`config.mk`:
```
export PLATFORM = sky130hd
export DESIGN_NAME = pat_core
export DESIGN_NICKNAME = d
export VERILOG_FILES = /design/src/rtl/pat_pkg.sv /design/src/rtl/pat_alu.sv /design/src/rtl/pat_data_mem.sv /design/src/rtl/pat_program_counter.sv /design/src/rtl/pat_decoder.sv /design/src/rtl/pat_commit.sv /design/src/rtl/pat_core.sv
export SDC_FILE = /design/constraint.sdc
export NUM_CORES = 1
export LEC_CHECK = 0
export BUFFER_PORTS_ARGS = -buffer_cell sky130_fd_sc_hd__buf_4
export CAP_MARGIN = 5
export CORE_AREA = 2 2 162 164
export CTS_CLUSTER_DIAMETER = 120
export DETAILED_ROUTE_END_ITERATION = 10
export DIE_AREA = 0 0 164 166
export PLACE_DENSITY = 0.62
export SETUP_SLACK_MARGIN = 0.4
export SYNTH_ARGS = -nofsm -noshare
export SYNTH_HDL_FRONTEND = slang
export SYNTH_SLANG_ARGS = --single-unit
```
`constraint.sdc`:
```
create_clock -name clk -period 8.31 [get_ports clk]
set_input_delay 0.4155 -clock clk [delete_from_list [all_inputs] [get_ports clk]]
set_output_delay 0.4155 -clock clk [all_outputs]
set_load 0.05 [all_outputs]
```
`src/rtl/pat_pkg.sv`:
```
`default_nettype none

package pat_pkg;

	// ==============================
	// widths
	// ==============================
	localparam int DATA_WIDTH = 8;	// acc, field data and memory words; immediates are 8 bits
	localparam int INSTR_WIDTH = 20;
	localparam int FIELDP_WIDTH = 5;	// field pointer
	localparam int BUFP_WIDTH = 3;	// buffer pointer

	// instruction word, from the top bit down
	localparam int FIELDP_LSB = 15;	// field pointer next, 19:15
	localparam int COND_LSB = 13;	// condition, 14:13
	localparam int COND_WIDTH = 2;
	localparam int FIELD_OP_BIT = 12;	// 0 acc op, 1 field op
	localparam int OP8_LSB = 8;	// i8 opcode, 11:8
	localparam int OP3_LSB = 4;	// i3 opcode lives in imm 7:4, i0 opcode in imm 3:0
	localparam int OPCODE_WIDTH = 4;
	localparam int IMM3_WIDTH = 3;	// i3 immediate, imm 2:0

	// ==============================
	// opcodes
	// ==============================
	typedef enum logic [OPCODE_WIDTH-1:0] {
		I8_OR = 4'h0,
		I8_AND = 4'h1,
		I8_ADDM = 4'h2,
		I8_SUBM = 4'h3,
		I8_ADD = 4'h4,
		I8_SUB = 4'h5,
		I8_LDI = 4'h6,
		I8_LDM = 4'h7,
		I8_BF = 4'h8,
		I8_STM = 4'hb,
		I8_ORM = 4'hd,
		I8_ANDM = 4'he,
		I8_PREFIX_I3 = 4'hf	// escape into the i3 space
	} opcode_i8_e;

	typedef enum logic [OPCODE_WIDTH-1:0] {
		I3_SHL = 4'h0,
		I3_SHLO = 4'h1,
		I3_SHR = 4'h2,
		I3_ASR = 4'h3,
		I3_IN = 4'h5,
		I3_OUT = 4'h8,
		I3_SETB = 4'h9,
		I3_PREFIX_I0 = 4'hf	// escape into the i0 space
	} opcode_i3_e;

	typedef enum logic [OPCODE_WIDTH-1:0] {
		I0_NOT = 4'h0,
		I0_MOV = 4'h1,
		I0_TEST = 4'h2,
		I0_NOP = 4'hf
	} opcode_i0_e;

	// ==============================
	// stage 2 controls
	// ==============================
	typedef enum logic [3:0] {
		ALU_OR, ALU_AND, ALU_NOT,
		ALU_ADD, ALU_SUB,
		ALU_SHL, ALU_SHLO, ALU_SHR, ALU_ASR,
		ALU_PASS_B	// ldi and ldm
	} alu_op_e;

	typedef enum logic [1:0] {
		SRC_ALU,	// own alu result
		SRC_INPUT,	// i_inputs
		SRC_CROSS	// field value into acc, acc into field
	} src_e;

	// code 3 is treated as always
	typedef enum logic [COND_WIDTH-1:0] {
		COND_ALWAYS = 2'd0,
		COND_NEG = 2'd1,
		COND_ZERO = 2'd2
	} cond_e;

	localparam logic [INSTR_WIDTH-1:0] INSTR_NOP = 20'h00fff;	// i0 nop, fieldp 0, always

endpackage

`default_nettype wire

```
`src/rtl/pat_alu.sv`:
```
`timescale 1ns/1ps
`default_nettype none

// one alu, used for both the acc side and the field side
module pat_alu (
	input wire [pat_pkg::DATA_WIDTH-1:0] i_a,	// acc or field value
	input wire [pat_pkg::DATA_WIDTH-1:0] i_b,	// immediate or memory word
	input wire pat_pkg::alu_op_e i_op,
	output logic [pat_pkg::DATA_WIDTH-1:0] o_y
);

	localparam int SHAMT_WIDTH = $clog2(pat_pkg::DATA_WIDTH);

	logic [SHAMT_WIDTH-1:0] shamt;
	logic [pat_pkg::DATA_WIDTH-1:0] ones_fill;	// low bits vacated by a left shift

	assign shamt = i_b[SHAMT_WIDTH-1:0];
	assign ones_fill = ~({pat_pkg::DATA_WIDTH{1'b1}} << shamt);

	always_comb
	begin
		case (i_op)
			pat_pkg::ALU_OR: o_y = i_a | i_b;
			pat_pkg::ALU_AND: o_y = i_a & i_b;
			pat_pkg::ALU_NOT: o_y = ~i_a;
			pat_pkg::ALU_ADD: o_y = i_a + i_b;	// wraps
			pat_pkg::ALU_SUB: o_y = i_a - i_b;
			pat_pkg::ALU_SHL: o_y = i_a << shamt;
			pat_pkg::ALU_SHLO: o_y = (i_a << shamt) | ones_fill;
			pat_pkg::ALU_SHR: o_y = i_a >> shamt;
			pat_pkg::ALU_ASR: o_y = $signed(i_a) >>> shamt;	// keeps the sign
			default: o_y = i_b;	// pass b for ldi, ldm
		endcase
	end

endmodule

`default_nettype wire

```
`src/rtl/pat_data_mem.sv`:
```
`timescale 1ns/1ps
`default_nettype none

// small data ram, combinational read, write on the clock edge
module pat_data_mem #(
	parameter int DMEM_ADR_WIDTH = 3
) (
	input wire clk,
	input wire [DMEM_ADR_WIDTH-1:0] i_rd_adr,
	output logic [pat_pkg::DATA_WIDTH-1:0] o_rd_data,
	input wire i_we,
	input wire [DMEM_ADR_WIDTH-1:0] i_wr_adr,
	input wire [pat_pkg::DATA_WIDTH-1:0] i_wr_data
);

	logic [pat_pkg::DATA_WIDTH-1:0] mem [2**DMEM_ADR_WIDTH];

	assign o_rd_data = mem[i_rd_adr];	// sees a write from the previous edge

	always_ff @(posedge clk)
	begin
		if (i_we)
			mem[i_wr_adr] <= i_wr_data;
	end

endmodule

`default_nettype wire

```
`src/rtl/pat_program_counter.sv`:
```
`timescale 1ns/1ps
`default_nettype none

// pc steps by one, or by the signed offset on a forward branch
module pat_program_counter #(
	parameter int I_ADR_WIDTH = 10	// must exceed the data width
) (
	input wire clk,
	input wire reset,
	input wire i_branch,
	input wire [pat_pkg::DATA_WIDTH-1:0] i_offset,
	output logic [I_ADR_WIDTH-1:0] o_pc
);

	logic [I_ADR_WIDTH-1:0] offset_ext;

	assign offset_ext = {{(I_ADR_WIDTH-pat_pkg::DATA_WIDTH){i_offset[pat_pkg::DATA_WIDTH-1]}},
		i_offset};

	always_ff @(posedge clk)
	begin
		if (reset)
			o_pc <= '0;
		else if (i_branch)
			o_pc <= o_pc + offset_ext;
		else
			o_pc <= o_pc + I_ADR_WIDTH'(1);
	end

endmodule

`default_nettype wire

```
`src/rtl/pat_decoder.sv`:
```
`timescale 1ns/1ps
`default_nettype none

// stage 1: instruction register and decode, stage 2 controls registered one edge later
module pat_decoder #(
	parameter int DMEM_ADR_WIDTH = 3,
	parameter int FIELD_LATENCY = 4	// field read to write distance
) (
	input wire clk,
	input wire reset,
	input wire [pat_pkg::INSTR_WIDTH-1:0] i_instruction,
	input wire [pat_pkg::DATA_WIDTH-1:0] i_mem_data,	// async read of o_mem_rd_adr
	input wire [pat_pkg::DATA_WIDTH-1:0] i_field_in_low,
	input wire [pat_pkg::DATA_WIDTH-1:0] i_field_in_high,
	input wire i_field_sel,	// 1 picks the high buffer
	output logic o_branch,
	output logic [pat_pkg::DATA_WIDTH-1:0] o_offset,
	output logic [DMEM_ADR_WIDTH-1:0] o_mem_rd_adr,
	output pat_pkg::alu_op_e o_alu_op,
	output logic [pat_pkg::DATA_WIDTH-1:0] o_operand_b,
	output logic [pat_pkg::DATA_WIDTH-1:0] o_field_value,
	output logic o_dest_acc,
	output logic o_dest_field,
	output logic o_store,
	output logic o_out,
	output logic o_setb,
	output logic o_test,
	output pat_pkg::src_e o_src,
	output pat_pkg::cond_e o_cond,
	output logic [pat_pkg::DATA_WIDTH-1:0] o_imm,
	output logic [pat_pkg::FIELDP_WIDTH-1:0] o_fieldp,
	output logic [pat_pkg::FIELDP_WIDTH-1:0] o_fieldwp
);

	logic [pat_pkg::INSTR_WIDTH-1:0] instr_r;	// stage 1 register
	logic [pat_pkg::DATA_WIDTH-1:0] imm8;
	logic field_op;
	pat_pkg::opcode_i8_e op8;
	pat_pkg::opcode_i3_e op3;
	pat_pkg::opcode_i0_e op0;
	logic is_i8;
	logic is_i3;

	pat_pkg::alu_op_e alu_op;
	pat_pkg::src_e src;
	logic dest_reg;	// writes acc or field_out
	logic use_mem;	// operand b comes from data memory
	logic store;
	logic out_en;
	logic setb;
	logic test;
	logic [pat_pkg::DATA_WIDTH-1:0] operand_b;
	logic [pat_pkg::FIELDP_WIDTH-1:0] fieldp_hist [FIELD_LATENCY];

	// ==============================
	// split the word
	// ==============================
	assign imm8 = instr_r[pat_pkg::DATA_WIDTH-1:0];
	assign field_op = instr_r[pat_pkg::FIELD_OP_BIT];
	assign op8 = pat_pkg::opcode_i8_e'(instr_r[pat_pkg::OP8_LSB +: pat_pkg::OPCODE_WIDTH]);
	assign op3 = pat_pkg::opcode_i3_e'(imm8[pat_pkg::OP3_LSB +: pat_pkg::OPCODE_WIDTH]);
	assign op0 = pat_pkg::opcode_i0_e'(imm8[pat_pkg::OPCODE_WIDTH-1:0]);
	assign is_i8 = (op8 != pat_pkg::I8_PREFIX_I3);
	assign is_i3 = !is_i8 && (op3 != pat_pkg::I3_PREFIX_I0);

	assign use_mem = is_i8 && (op8 inside {pat_pkg::I8_ORM, pat_pkg::I8_ANDM,
		pat_pkg::I8_ADDM, pat_pkg::I8_SUBM, pat_pkg::I8_LDM});

	assign o_offset = imm8;	// bf offset, sign extended in the pc
	assign o_mem_rd_adr = imm8[DMEM_ADR_WIDTH-1:0];

	// one alu op, one source and one destination set per opcode
	always_comb
	begin
		alu_op = pat_pkg::ALU_PASS_B;	// don't care when nothing is written
		src = pat_pkg::SRC_ALU;
		dest_reg = 1'b1;	// most ops write a register
		store = 1'b0;
		out_en = 1'b0;
		setb = 1'b0;
		test = 1'b0;
		o_branch = 1'b0;
		if (is_i8)
		begin
			case (op8)
				pat_pkg::I8_OR, pat_pkg::I8_ORM: alu_op = pat_pkg::ALU_OR;
				pat_pkg::I8_AND, pat_pkg::I8_ANDM: alu_op = pat_pkg::ALU_AND;
				pat_pkg::I8_ADD, pat_pkg::I8_ADDM: alu_op = pat_pkg::ALU_ADD;
				pat_pkg::I8_SUB, pat_pkg::I8_SUBM: alu_op = pat_pkg::ALU_SUB;
				pat_pkg::I8_LDI, pat_pkg::I8_LDM: alu_op = pat_pkg::ALU_PASS_B;
				pat_pkg::I8_STM:
				begin
					dest_reg = 1'b0;
					store = 1'b1;
				end
				pat_pkg::I8_BF:
				begin
					dest_reg = 1'b0;
					o_branch = 1'b1;	// o_jump, pc takes the offset next edge
				end
				default: dest_reg = 1'b0;	// dropped bb, call and setsp codes
			endcase
		end
		else if (is_i3)
		begin
			case (op3)
				pat_pkg::I3_SHL: alu_op = pat_pkg::ALU_SHL;
				pat_pkg::I3_SHLO: alu_op = pat_pkg::ALU_SHLO;
				pat_pkg::I3_SHR: alu_op = pat_pkg::ALU_SHR;
				pat_pkg::I3_ASR: alu_op = pat_pkg::ALU_ASR;
				pat_pkg::I3_IN: src = pat_pkg::SRC_INPUT;
				pat_pkg::I3_OUT:
				begin
					dest_reg = 1'b0;
					out_en = 1'b1;
				end
				pat_pkg::I3_SETB:
				begin
					dest_reg = 1'b0;
					setb = 1'b1;
				end
				default: dest_reg = 1'b0;	// sp ops are gone
			endcase
		end
		else
		begin	// i0 class
			case (op0)
				pat_pkg::I0_NOT: alu_op = pat_pkg::ALU_NOT;
				pat_pkg::I0_MOV: src = pat_pkg::SRC_CROSS;	// direction set by field_op
				pat_pkg::I0_TEST:
				begin
					dest_reg = 1'b0;
					test = 1'b1;
				end
				default: dest_reg = 1'b0;	// nop and dropped codes
			endcase
		end
		// stm and test look at the field value on a field op
		if (field_op && (store || test))
			src = pat_pkg::SRC_CROSS;
	end

	always_comb
	begin
		if (use_mem)
			operand_b = i_mem_data;
		else if (is_i8)
			operand_b = imm8;
		else	// i3 immediate, zero extended
			operand_b = {{(pat_pkg::DATA_WIDTH-pat_pkg::IMM3_WIDTH){1'b0}},
				imm8[pat_pkg::IMM3_WIDTH-1:0]};
	end

	// ==============================
	// registers
	// ==============================
	always_ff @(posedge clk)
	begin
		if (reset)
		begin
			instr_r <= pat_pkg::INSTR_NOP;
			o_dest_acc <= 1'b0;	// stage 2 idles as a nop
			o_dest_field <= 1'b0;
			o_store <= 1'b0;
			o_out <= 1'b0;
			o_setb <= 1'b0;
			o_test <= 1'b0;
			o_cond <= pat_pkg::COND_ALWAYS;
			o_fieldp <= '0;
			o_fieldwp <= '0;
			for (int i = 0; i < FIELD_LATENCY; i++)
				fieldp_hist[i] <= '0;
		end
		else
		begin
			instr_r <= i_instruction;
			o_dest_acc <= dest_reg && !field_op;
			o_dest_field <= dest_reg && field_op;
			o_store <= store;
			o_out <= out_en;
			o_setb <= setb;
			o_test <= test;
			o_cond <= pat_pkg::cond_e'(instr_r[pat_pkg::COND_LSB +: pat_pkg::COND_WIDTH]);
			o_fieldp <= instr_r[pat_pkg::FIELDP_LSB +: pat_pkg::FIELDP_WIDTH];
			// write pointer trails o_fieldp by FIELD_LATENCY+1
			fieldp_hist[0] <= o_fieldp;
			for (int i = 1; i < FIELD_LATENCY; i++)
				fieldp_hist[i] <= fieldp_hist[i-1];
			o_fieldwp <= fieldp_hist[FIELD_LATENCY-1];
		end
	end

	// stage 2 payload
	always_ff @(posedge clk)
	begin
		o_alu_op <= alu_op;
		o_src <= src;
		o_operand_b <= operand_b;
		o_imm <= imm8;
		o_field_value <= i_field_sel ? i_field_in_high : i_field_in_low;	// select before this edge
	end

endmodule

`default_nettype wire

```
`src/rtl/pat_commit.sv`:
```
`timescale 1ns/1ps
`default_nettype none

// stage 2 commit: condition check, result select and architectural state
module pat_commit #(
	parameter int DMEM_ADR_WIDTH = 3
) (
	input wire clk,
	input wire reset,
	input wire [pat_pkg::DATA_WIDTH-1:0] i_acc_result,
	input wire [pat_pkg::DATA_WIDTH-1:0] i_field_result,
	input wire [pat_pkg::DATA_WIDTH-1:0] i_field_value,	// sampled field word
	input wire [pat_pkg::DATA_WIDTH-1:0] i_inputs,
	input wire i_dest_acc,
	input wire i_dest_field,
	input wire i_store,
	input wire i_out,
	input wire i_setb,
	input wire i_test,
	input wire pat_pkg::src_e i_src,
	input wire pat_pkg::cond_e i_cond,
	input wire [pat_pkg::DATA_WIDTH-1:0] i_imm,
	output logic [pat_pkg::DATA_WIDTH-1:0] o_acc,
	output logic [pat_pkg::DATA_WIDTH-1:0] o_field_out,
	output logic o_field_we_low,
	output logic o_field_we_high,
	output logic o_field_sel,	// low/high buffer select
	output logic [pat_pkg::BUFP_WIDTH-1:0] o_bufp,
	output logic [pat_pkg::DATA_WIDTH-1:0] o_outputs,
	output logic o_mem_we,
	output logic [DMEM_ADR_WIDTH-1:0] o_mem_wr_adr,
	output logic [pat_pkg::DATA_WIDTH-1:0] o_mem_wr_data
);

	logic z_flag;
	logic n_flag;
	logic cond_ok;
	logic [pat_pkg::DATA_WIDTH-1:0] acc_next;
	logic [pat_pkg::DATA_WIDTH-1:0] field_next;
	logic [pat_pkg::DATA_WIDTH-1:0] side_value;	// stm data and test operand

	// ==============================
	// condition and result select
	// ==============================
	always_comb
	begin
		case (i_cond)
			pat_pkg::COND_NEG: cond_ok = n_flag;
			pat_pkg::COND_ZERO: cond_ok = z_flag;
			default: cond_ok = 1'b1;	// always, also code 3
		endcase
	end

	always_comb
	begin
		case (i_src)
			pat_pkg::SRC_INPUT:
			begin
				acc_next = i_inputs;
				field_next = i_inputs;
			end
			pat_pkg::SRC_CROSS:
			begin
				acc_next = i_field_value;	// mov field to acc
				field_next = o_acc;	// mov acc to field
			end
			default:
			begin
				acc_next = i_acc_result;
				field_next = i_field_result;
			end
		endcase
	end

	// the cross source marks a field stm or field test
	assign side_value = (i_src == pat_pkg::SRC_CROSS) ? i_field_value : o_acc;

	// memory write lands on the commit edge itself
	assign o_mem_we = i_store && cond_ok;
	assign o_mem_wr_adr = i_imm[DMEM_ADR_WIDTH-1:0];
	assign o_mem_wr_data = side_value;

	// ==============================
	// state update
	// ==============================
	always_ff @(posedge clk)
	begin
		if (reset)
		begin
			o_acc <= '0;
			o_field_out <= '0;
			o_field_we_low <= 1'b0;
			o_field_we_high <= 1'b0;
			o_field_sel <= 1'b0;
			o_bufp <= '0;
			o_outputs <= '0;
			z_flag <= 1'b0;
			n_flag <= 1'b0;
		end
		else
		begin
			// one cycle strobe on the side selected at commit
			o_field_we_low <= i_dest_field && cond_ok && !o_field_sel;
			o_field_we_high <= i_dest_field && cond_ok && o_field_sel;
			if (cond_ok)
			begin
				if (i_dest_acc)
					o_acc <= acc_next;
				if (i_dest_field)
					o_field_out <= field_next;
				if (i_out)
					o_outputs <= o_acc;
				if (i_setb)
				begin
					o_bufp <= i_imm[pat_pkg::BUFP_WIDTH-1:0];
					o_field_sel <= i_imm[pat_pkg::BUFP_WIDTH];	// imm bit 3
				end
				if (i_test)
				begin
					z_flag <= (side_value == '0);
					n_flag <= side_value[pat_pkg::DATA_WIDTH-1];
				end
			end
		end
	end

endmodule

`default_nettype wire

```
`src/rtl/pat_core.sv`:
```
`timescale 1ns/1ps
`default_nettype none

// accumulator core, two stages: decode, then twin alus and commit
module pat_core #(
	parameter int I_ADR_WIDTH = 10,
	parameter int DMEM_ADR_WIDTH = 3,	// eight data words
	parameter int FIELD_LATENCY = 4
) (
	input wire clk,
	input wire reset,
	input wire [pat_pkg::INSTR_WIDTH-1:0] i_instruction,
	input wire [pat_pkg::DATA_WIDTH-1:0] i_field_in_low,
	input wire [pat_pkg::DATA_WIDTH-1:0] i_field_in_high,
	input wire [pat_pkg::DATA_WIDTH-1:0] i_inputs,
	output wire [I_ADR_WIDTH-1:0] o_pc,
	output wire o_jump,
	output wire [pat_pkg::BUFP_WIDTH-1:0] o_bufp,
	output wire [pat_pkg::FIELDP_WIDTH-1:0] o_fieldp,
	output wire [pat_pkg::FIELDP_WIDTH-1:0] o_fieldwp,
	output wire o_field_we_low,
	output wire o_field_we_high,
	output wire [pat_pkg::DATA_WIDTH-1:0] o_field_out,
	output wire [pat_pkg::DATA_WIDTH-1:0] o_acc,
	output wire [pat_pkg::DATA_WIDTH-1:0] o_outputs
);

	wire [pat_pkg::DATA_WIDTH-1:0] offset;
	wire [DMEM_ADR_WIDTH-1:0] mem_rd_adr;
	wire [pat_pkg::DATA_WIDTH-1:0] mem_rd_data;
	pat_pkg::alu_op_e alu_op;
	wire [pat_pkg::DATA_WIDTH-1:0] operand_b;
	wire [pat_pkg::DATA_WIDTH-1:0] field_value;
	wire [pat_pkg::DATA_WIDTH-1:0] imm;
	wire dest_acc;
	wire dest_field;
	wire store;
	wire out_en;
	wire setb;
	wire test;
	pat_pkg::src_e src;
	pat_pkg::cond_e cond;
	wire field_sel;	// from commit back to field sampling
	wire [pat_pkg::DATA_WIDTH-1:0] acc_result;
	wire [pat_pkg::DATA_WIDTH-1:0] field_result;
	wire mem_we;
	wire [DMEM_ADR_WIDTH-1:0] mem_wr_adr;
	wire [pat_pkg::DATA_WIDTH-1:0] mem_wr_data;

	pat_decoder #(
		.DMEM_ADR_WIDTH(DMEM_ADR_WIDTH),
		.FIELD_LATENCY(FIELD_LATENCY)
	) decoder (
		.clk(clk), .reset(reset),
		.i_instruction(i_instruction),
		.i_mem_data(mem_rd_data),
		.i_field_in_low(i_field_in_low), .i_field_in_high(i_field_in_high),
		.i_field_sel(field_sel),
		.o_branch(o_jump), .o_offset(offset),
		.o_mem_rd_adr(mem_rd_adr),
		.o_alu_op(alu_op), .o_operand_b(operand_b), .o_field_value(field_value),
		.o_dest_acc(dest_acc), .o_dest_field(dest_field),
		.o_store(store), .o_out(out_en), .o_setb(setb), .o_test(test),
		.o_src(src), .o_cond(cond), .o_imm(imm),
		.o_fieldp(o_fieldp), .o_fieldwp(o_fieldwp)
	);

	pat_program_counter #(.I_ADR_WIDTH(I_ADR_WIDTH)) pc (
		.clk(clk), .reset(reset),
		.i_branch(o_jump), .i_offset(offset),
		.o_pc(o_pc)
	);

	pat_data_mem #(.DMEM_ADR_WIDTH(DMEM_ADR_WIDTH)) dmem (
		.clk(clk),
		.i_rd_adr(mem_rd_adr), .o_rd_data(mem_rd_data),
		.i_we(mem_we), .i_wr_adr(mem_wr_adr), .i_wr_data(mem_wr_data)
	);

	// acc side works on the live accumulator, field side on the sampled word
	pat_alu acc_alu (
		.i_a(o_acc), .i_b(operand_b), .i_op(alu_op),
		.o_y(acc_result)
	);

	pat_alu field_alu (
		.i_a(field_value), .i_b(operand_b), .i_op(alu_op),
		.o_y(field_result)
	);

	pat_commit #(.DMEM_ADR_WIDTH(DMEM_ADR_WIDTH)) commit (
		.clk(clk), .reset(reset),
		.i_acc_result(acc_result), .i_field_result(field_result),
		.i_field_value(field_value), .i_inputs(i_inputs),
		.i_dest_acc(dest_acc), .i_dest_field(dest_field),
		.i_store(store), .i_out(out_en), .i_setb(setb), .i_test(test),
		.i_src(src), .i_cond(cond), .i_imm(imm),
		.o_acc(o_acc), .o_field_out(o_field_out),
		.o_field_we_low(o_field_we_low), .o_field_we_high(o_field_we_high),
		.o_field_sel(field_sel), .o_bufp(o_bufp), .o_outputs(o_outputs),
		.o_mem_we(mem_we), .o_mem_wr_adr(mem_wr_adr), .o_mem_wr_data(mem_wr_data)
	);

endmodule

`default_nettype wire

```
==> results.md <==
- Run status: finished, final reports clean
- Violation count after the first detailed-route iteration: 720
- Met2 capacity usage during global routing: 33.7%
- Top-Level Pins: 96
- Register area share after synthesis: between 40% and 50%
- Global router's overall resource usage: a little over a fifth
- Number of distinct library cell variants in the gate-level netlist after synthesis: 73
- Fin crit share: 56.0%
- Count of inserted antenna diode cells: 0
- Number of antenna-violating nets in the routed design: 0
- Family with the most delay on the worst path: compound AO/OA/AOI/OAI gates
- Clock Latency Late Sink: 0.43 ns
- Gate count after technology mapping: 1027
- Register bit count reported by yosys: 190
- Post-detailed-route DRC marker count: 0
- Crit-path max FO: 38
- Cell Area, Placed: 0.0110 mm²
- Number of max-cap violations: 0
- Power per unit of standard cell area: ~200 mW/mm²
- Normalized max-slew margin: between 10% and 20%
- Worst path setup slack after routing: 3.66 ns
- Peak supply drop: 0.000116 V
- Upper clock frequency limit: 215 MHz
- Global-route wire length before repair: 44500 µm
- GR Layer Usage met1: between 20% and 30%
- PnR Total Power: roughly 2.3 mW
- Most numerous cell types in the synthesized netlist: 126 x sky130_fd_sc_hd__dfxtp_1, 86 x sky130_fd_sc_hd__a21oi_1, 84 x sky130_fd_sc_hd__nand2_1
- Wire length per cell after detailed routing: ~20 µm
- Count of flip-flops with a built-in enable after synthesis: between 60 and 70
- Post-CTS Setup Bufs: 0
- Data arrival time of the critical path: 4.99 ns
- Critical-path top delay cell: sky130_fd_sc_hd__o41ai_1
- Static power due to leakage: between 4 and 5 nW
- Worst endpoint required time: 8.64 ns
- CP Launch Type: register
- Delay contributed by the slowest stage of the critical path: between 0.8 and 0.9 ns
- Leading cell type by number of instances after synthesis: sky130_fd_sc_hd__dfxtp_1
- Final cell utilization of the core: 45.2%
- Global-route congestion overflow total: 0
- Quantity of hold-fixing buffers added after cts: 0
- CP Cell Sequence: buf_4 -> inv_1 -> ha_1 -> mux2i_1 -> xnor2_1 -> ha_1 -> nor3b_1 -> a21oi_1 -> o31ai_1 -> o41ai_1 -> maj3_1 -> nand4_1 -> and4b_1 -> o41ai_1
- Count of pins over their slew limit: 0
- Netlist Area Pre-Place: 0.0101 mm²
- Average cell area after synthesis: 9.79 µm²
- Final nets: 1148
- Critical path type: register to register
- Net count after synthesis: 1102
- Number of global-route vias before repair: 7814
- Fraction of final layout cells with drive strength greater than 1: 20.4%
- Layout-stage area growth over the synthesis result: 15.2%
- Number of vias per cell: slightly below 6
- Post-layout min period: 4.65 ns
- Cell taking the most area after synthesis: sky130_fd_sc_hd__dfxtp_1
- Std cell rows: 59
- Global-route layer with the greatest usage: met2
- Synth Warn #: 0
- Final instance area: 0.0116 mm²
- Placed wire-length estimate: around 19000 µm
- Fill cell total of the finished layout: between 2000 and 2500
- Flip-flop cell with the highest count after synthesis: sky130_fd_sc_hd__dfxtp_1
- Inserted Clock Buffers: 17
- Largest net degree at the start of global routing: 99
- Sink Count: 190
- Worst clock skew on the final layout: approximately 0.013 ns
- Die extent in x: about 160 µm
- Number of H-tree branching levels: 4
- Largest cells by area after synthesis: sky130_fd_sc_hd__dfxtp_1 25%, sky130_fd_sc_hd__edfxtp_1 19%, sky130_fd_sc_hd__mux4_2 7.6%
- Final setup violation count: 0
- Bufs on Longest Clock Path: 2
- Critical path buffers and inverters: 2
- Weighted congestion at the end of routability-driven global placement: approximately 0.94
- Clock transition at the registers of the reported paths: 0.08 ns
- Core region area: 0.0256 mm²
- GR met3 Demand/Resource: 3.25%
- Pre-CTS setup slack: between 3 and 4 ns
- Vias after detailed routing: about 8300
- Final-report hold violation count: 0
- DIE HEIGHT: 166 µm
- Actual slew at the worst max-slew pin: 1.23 ns
- TritonCTS clock tree: yes
- Area of the die: 0.0272 mm²
- Unrepaired setup endpoints after global routing: false
- Share of Yosys cell area claimed by the top area cell type: 25.1%
- I/O Buffers: 95
- Starting Density: 39.3%
- Number of antenna violations at the first check in global routing: 0
- Total detailed-routing wirelength: between 20000 and 30000 µm
- Summed negative setup slack over all endpoints: 0 ns
- Share of synthesized registers carrying an async set or reset: 0%
- Crit end category: register
- Classification of the worst-slack hold path: input port to register
- Clock root cell: sky130_fd_sc_hd__clkbuf_16
- # resized after CTS: 0
- Drt pass-1 iters: 5
==> final timing paths <==
| kind | start | slack, ns | to | depth (start not counted) |
|---|---|---|---|---|
| setup / recovery | decoder.o_operand_b[0] | 3.66 | commit.o_acc[6] | 14 |
| hold / removal | i_instruction[7] | 0.16 | decoder.instr_r[7] | 2 |
| setup reg to reg | decoder.o_operand_b[0] | 3.66 | commit.o_acc[6] | 14 |
| hold reg to reg | decoder.instr_r[3] | 0.42 | decoder.o_imm[3] | 0 |
==> layout by cell type, fill, tap and decap left out, types with 11 or more instances in the layout <==
cell type / count
sky130_fd_sc_hd__dfxtp_1: 124
sky130_fd_sc_hd__buf_4: 109
sky130_fd_sc_hd__a21oi_1: 86
sky130_fd_sc_hd__nand2_1: 84
sky130_fd_sc_hd__nor2_1: 79
sky130_fd_sc_hd__edfxtp_1: 64
sky130_fd_sc_hd__nor2b_1: 45
sky130_fd_sc_hd__o21ai_0: 42
sky130_fd_sc_hd__inv_1: 36
sky130_fd_sc_hd__mux4_2: 34
sky130_fd_sc_hd__ha_1: 28
sky130_fd_sc_hd__nor3_1: 26
sky130_fd_sc_hd__nand3_1: 25
sky130_fd_sc_hd__xnor2_1: 24
sky130_fd_sc_hd__mux2i_1: 22
sky130_fd_sc_hd__or2_2: 17
sky130_fd_sc_hd__clkbuf_16: 17
sky130_fd_sc_hd__mux2_2: 16
sky130_fd_sc_hd__and2_1: 15
sky130_fd_sc_hd__a221oi_1: 15
sky130_fd_sc_hd__a31oi_1: 11
sky130_fd_sc_hd__a211oi_1: 11
==> power breakdown <==
group | internal, mW | total (mW) | switching [mW]
Combinational | 0.185 | 0.446 | 0.261
Clock | 0.414 | 0.850 | 0.436
Sequential | 0.988 | 1.05 | 0.0632
==> through the flow <==
stage	std cells	hold slack [ns]
floorplan	1027	0.350
global placement	1389	0.409
detailed placement	1389	0.402
CTS	1421	0.151
global route	1421	0.148
finish	1421	0.161
==> logic make-up (layout without fill, tap and decap cells) <==
| kind of cell | Yosys count | count (layout) | share of synthesized area [%] |
|---|---|---|---|
| flip-flops | 190 | 190 | 44.2 |
| AO/OA/AOI/OAI | 248 | 248 | 15.9 |
| multiplexers | 72 | 72 | 11.6 |
| buffers and inverters | 118 | 177 | 4.50 |
| XOR/XNOR | 34 | 34 | 3.11 |
| AND/OR/NAND/NOR | 332 | 332 | 16.6 |
| adder cells (fa/ha/maj) | 33 | 33 | 4.11 |
==> sequential cells by signal, summed over array words and instances, names as in the netlist, 4 cells and up <==
| register | count |
|---|---|
| decoder.o_imm | 4 |
| decoder.instr_r | 20 |
| commit.o_field_out | 8 |
| commit.o_acc | 8 |
| decoder.o_operand_b | 8 |
| decoder.o_fieldwp | 5 |
| commit.o_outputs | 8 |
| decoder.o_alu_op | 4 |
| decoder.o_fieldp | 5 |
| decoder.fieldp_hist | 20 |
| pc.o_pc | 10 |
| decoder.o_field_value | 8 |
| dmem.mem | 64 |
==> metal layers <==
layer	wire (µm)	share of wire, %	vias to the layer above
met2	13600	48	338
met1	12200	43	4010
met5	0	0	-
met4	815	2.9	0
li1	-	-	3857
met3	1880	6.6	51
==> final cells by class <==
class                      count  area [µm²]  share of cell area [%]
tap                          335         419                    3.62
multi-input combinational    719        5160                    44.5
clock inverter                15         184                    1.59
timing repair buffer         109         818                    7.06
sequential                   190        4450                    38.4
clock buffer                  17         425                    3.67
inverter                      36         135                    1.17
Note: power is estimated with default switching activity, not from simulation.
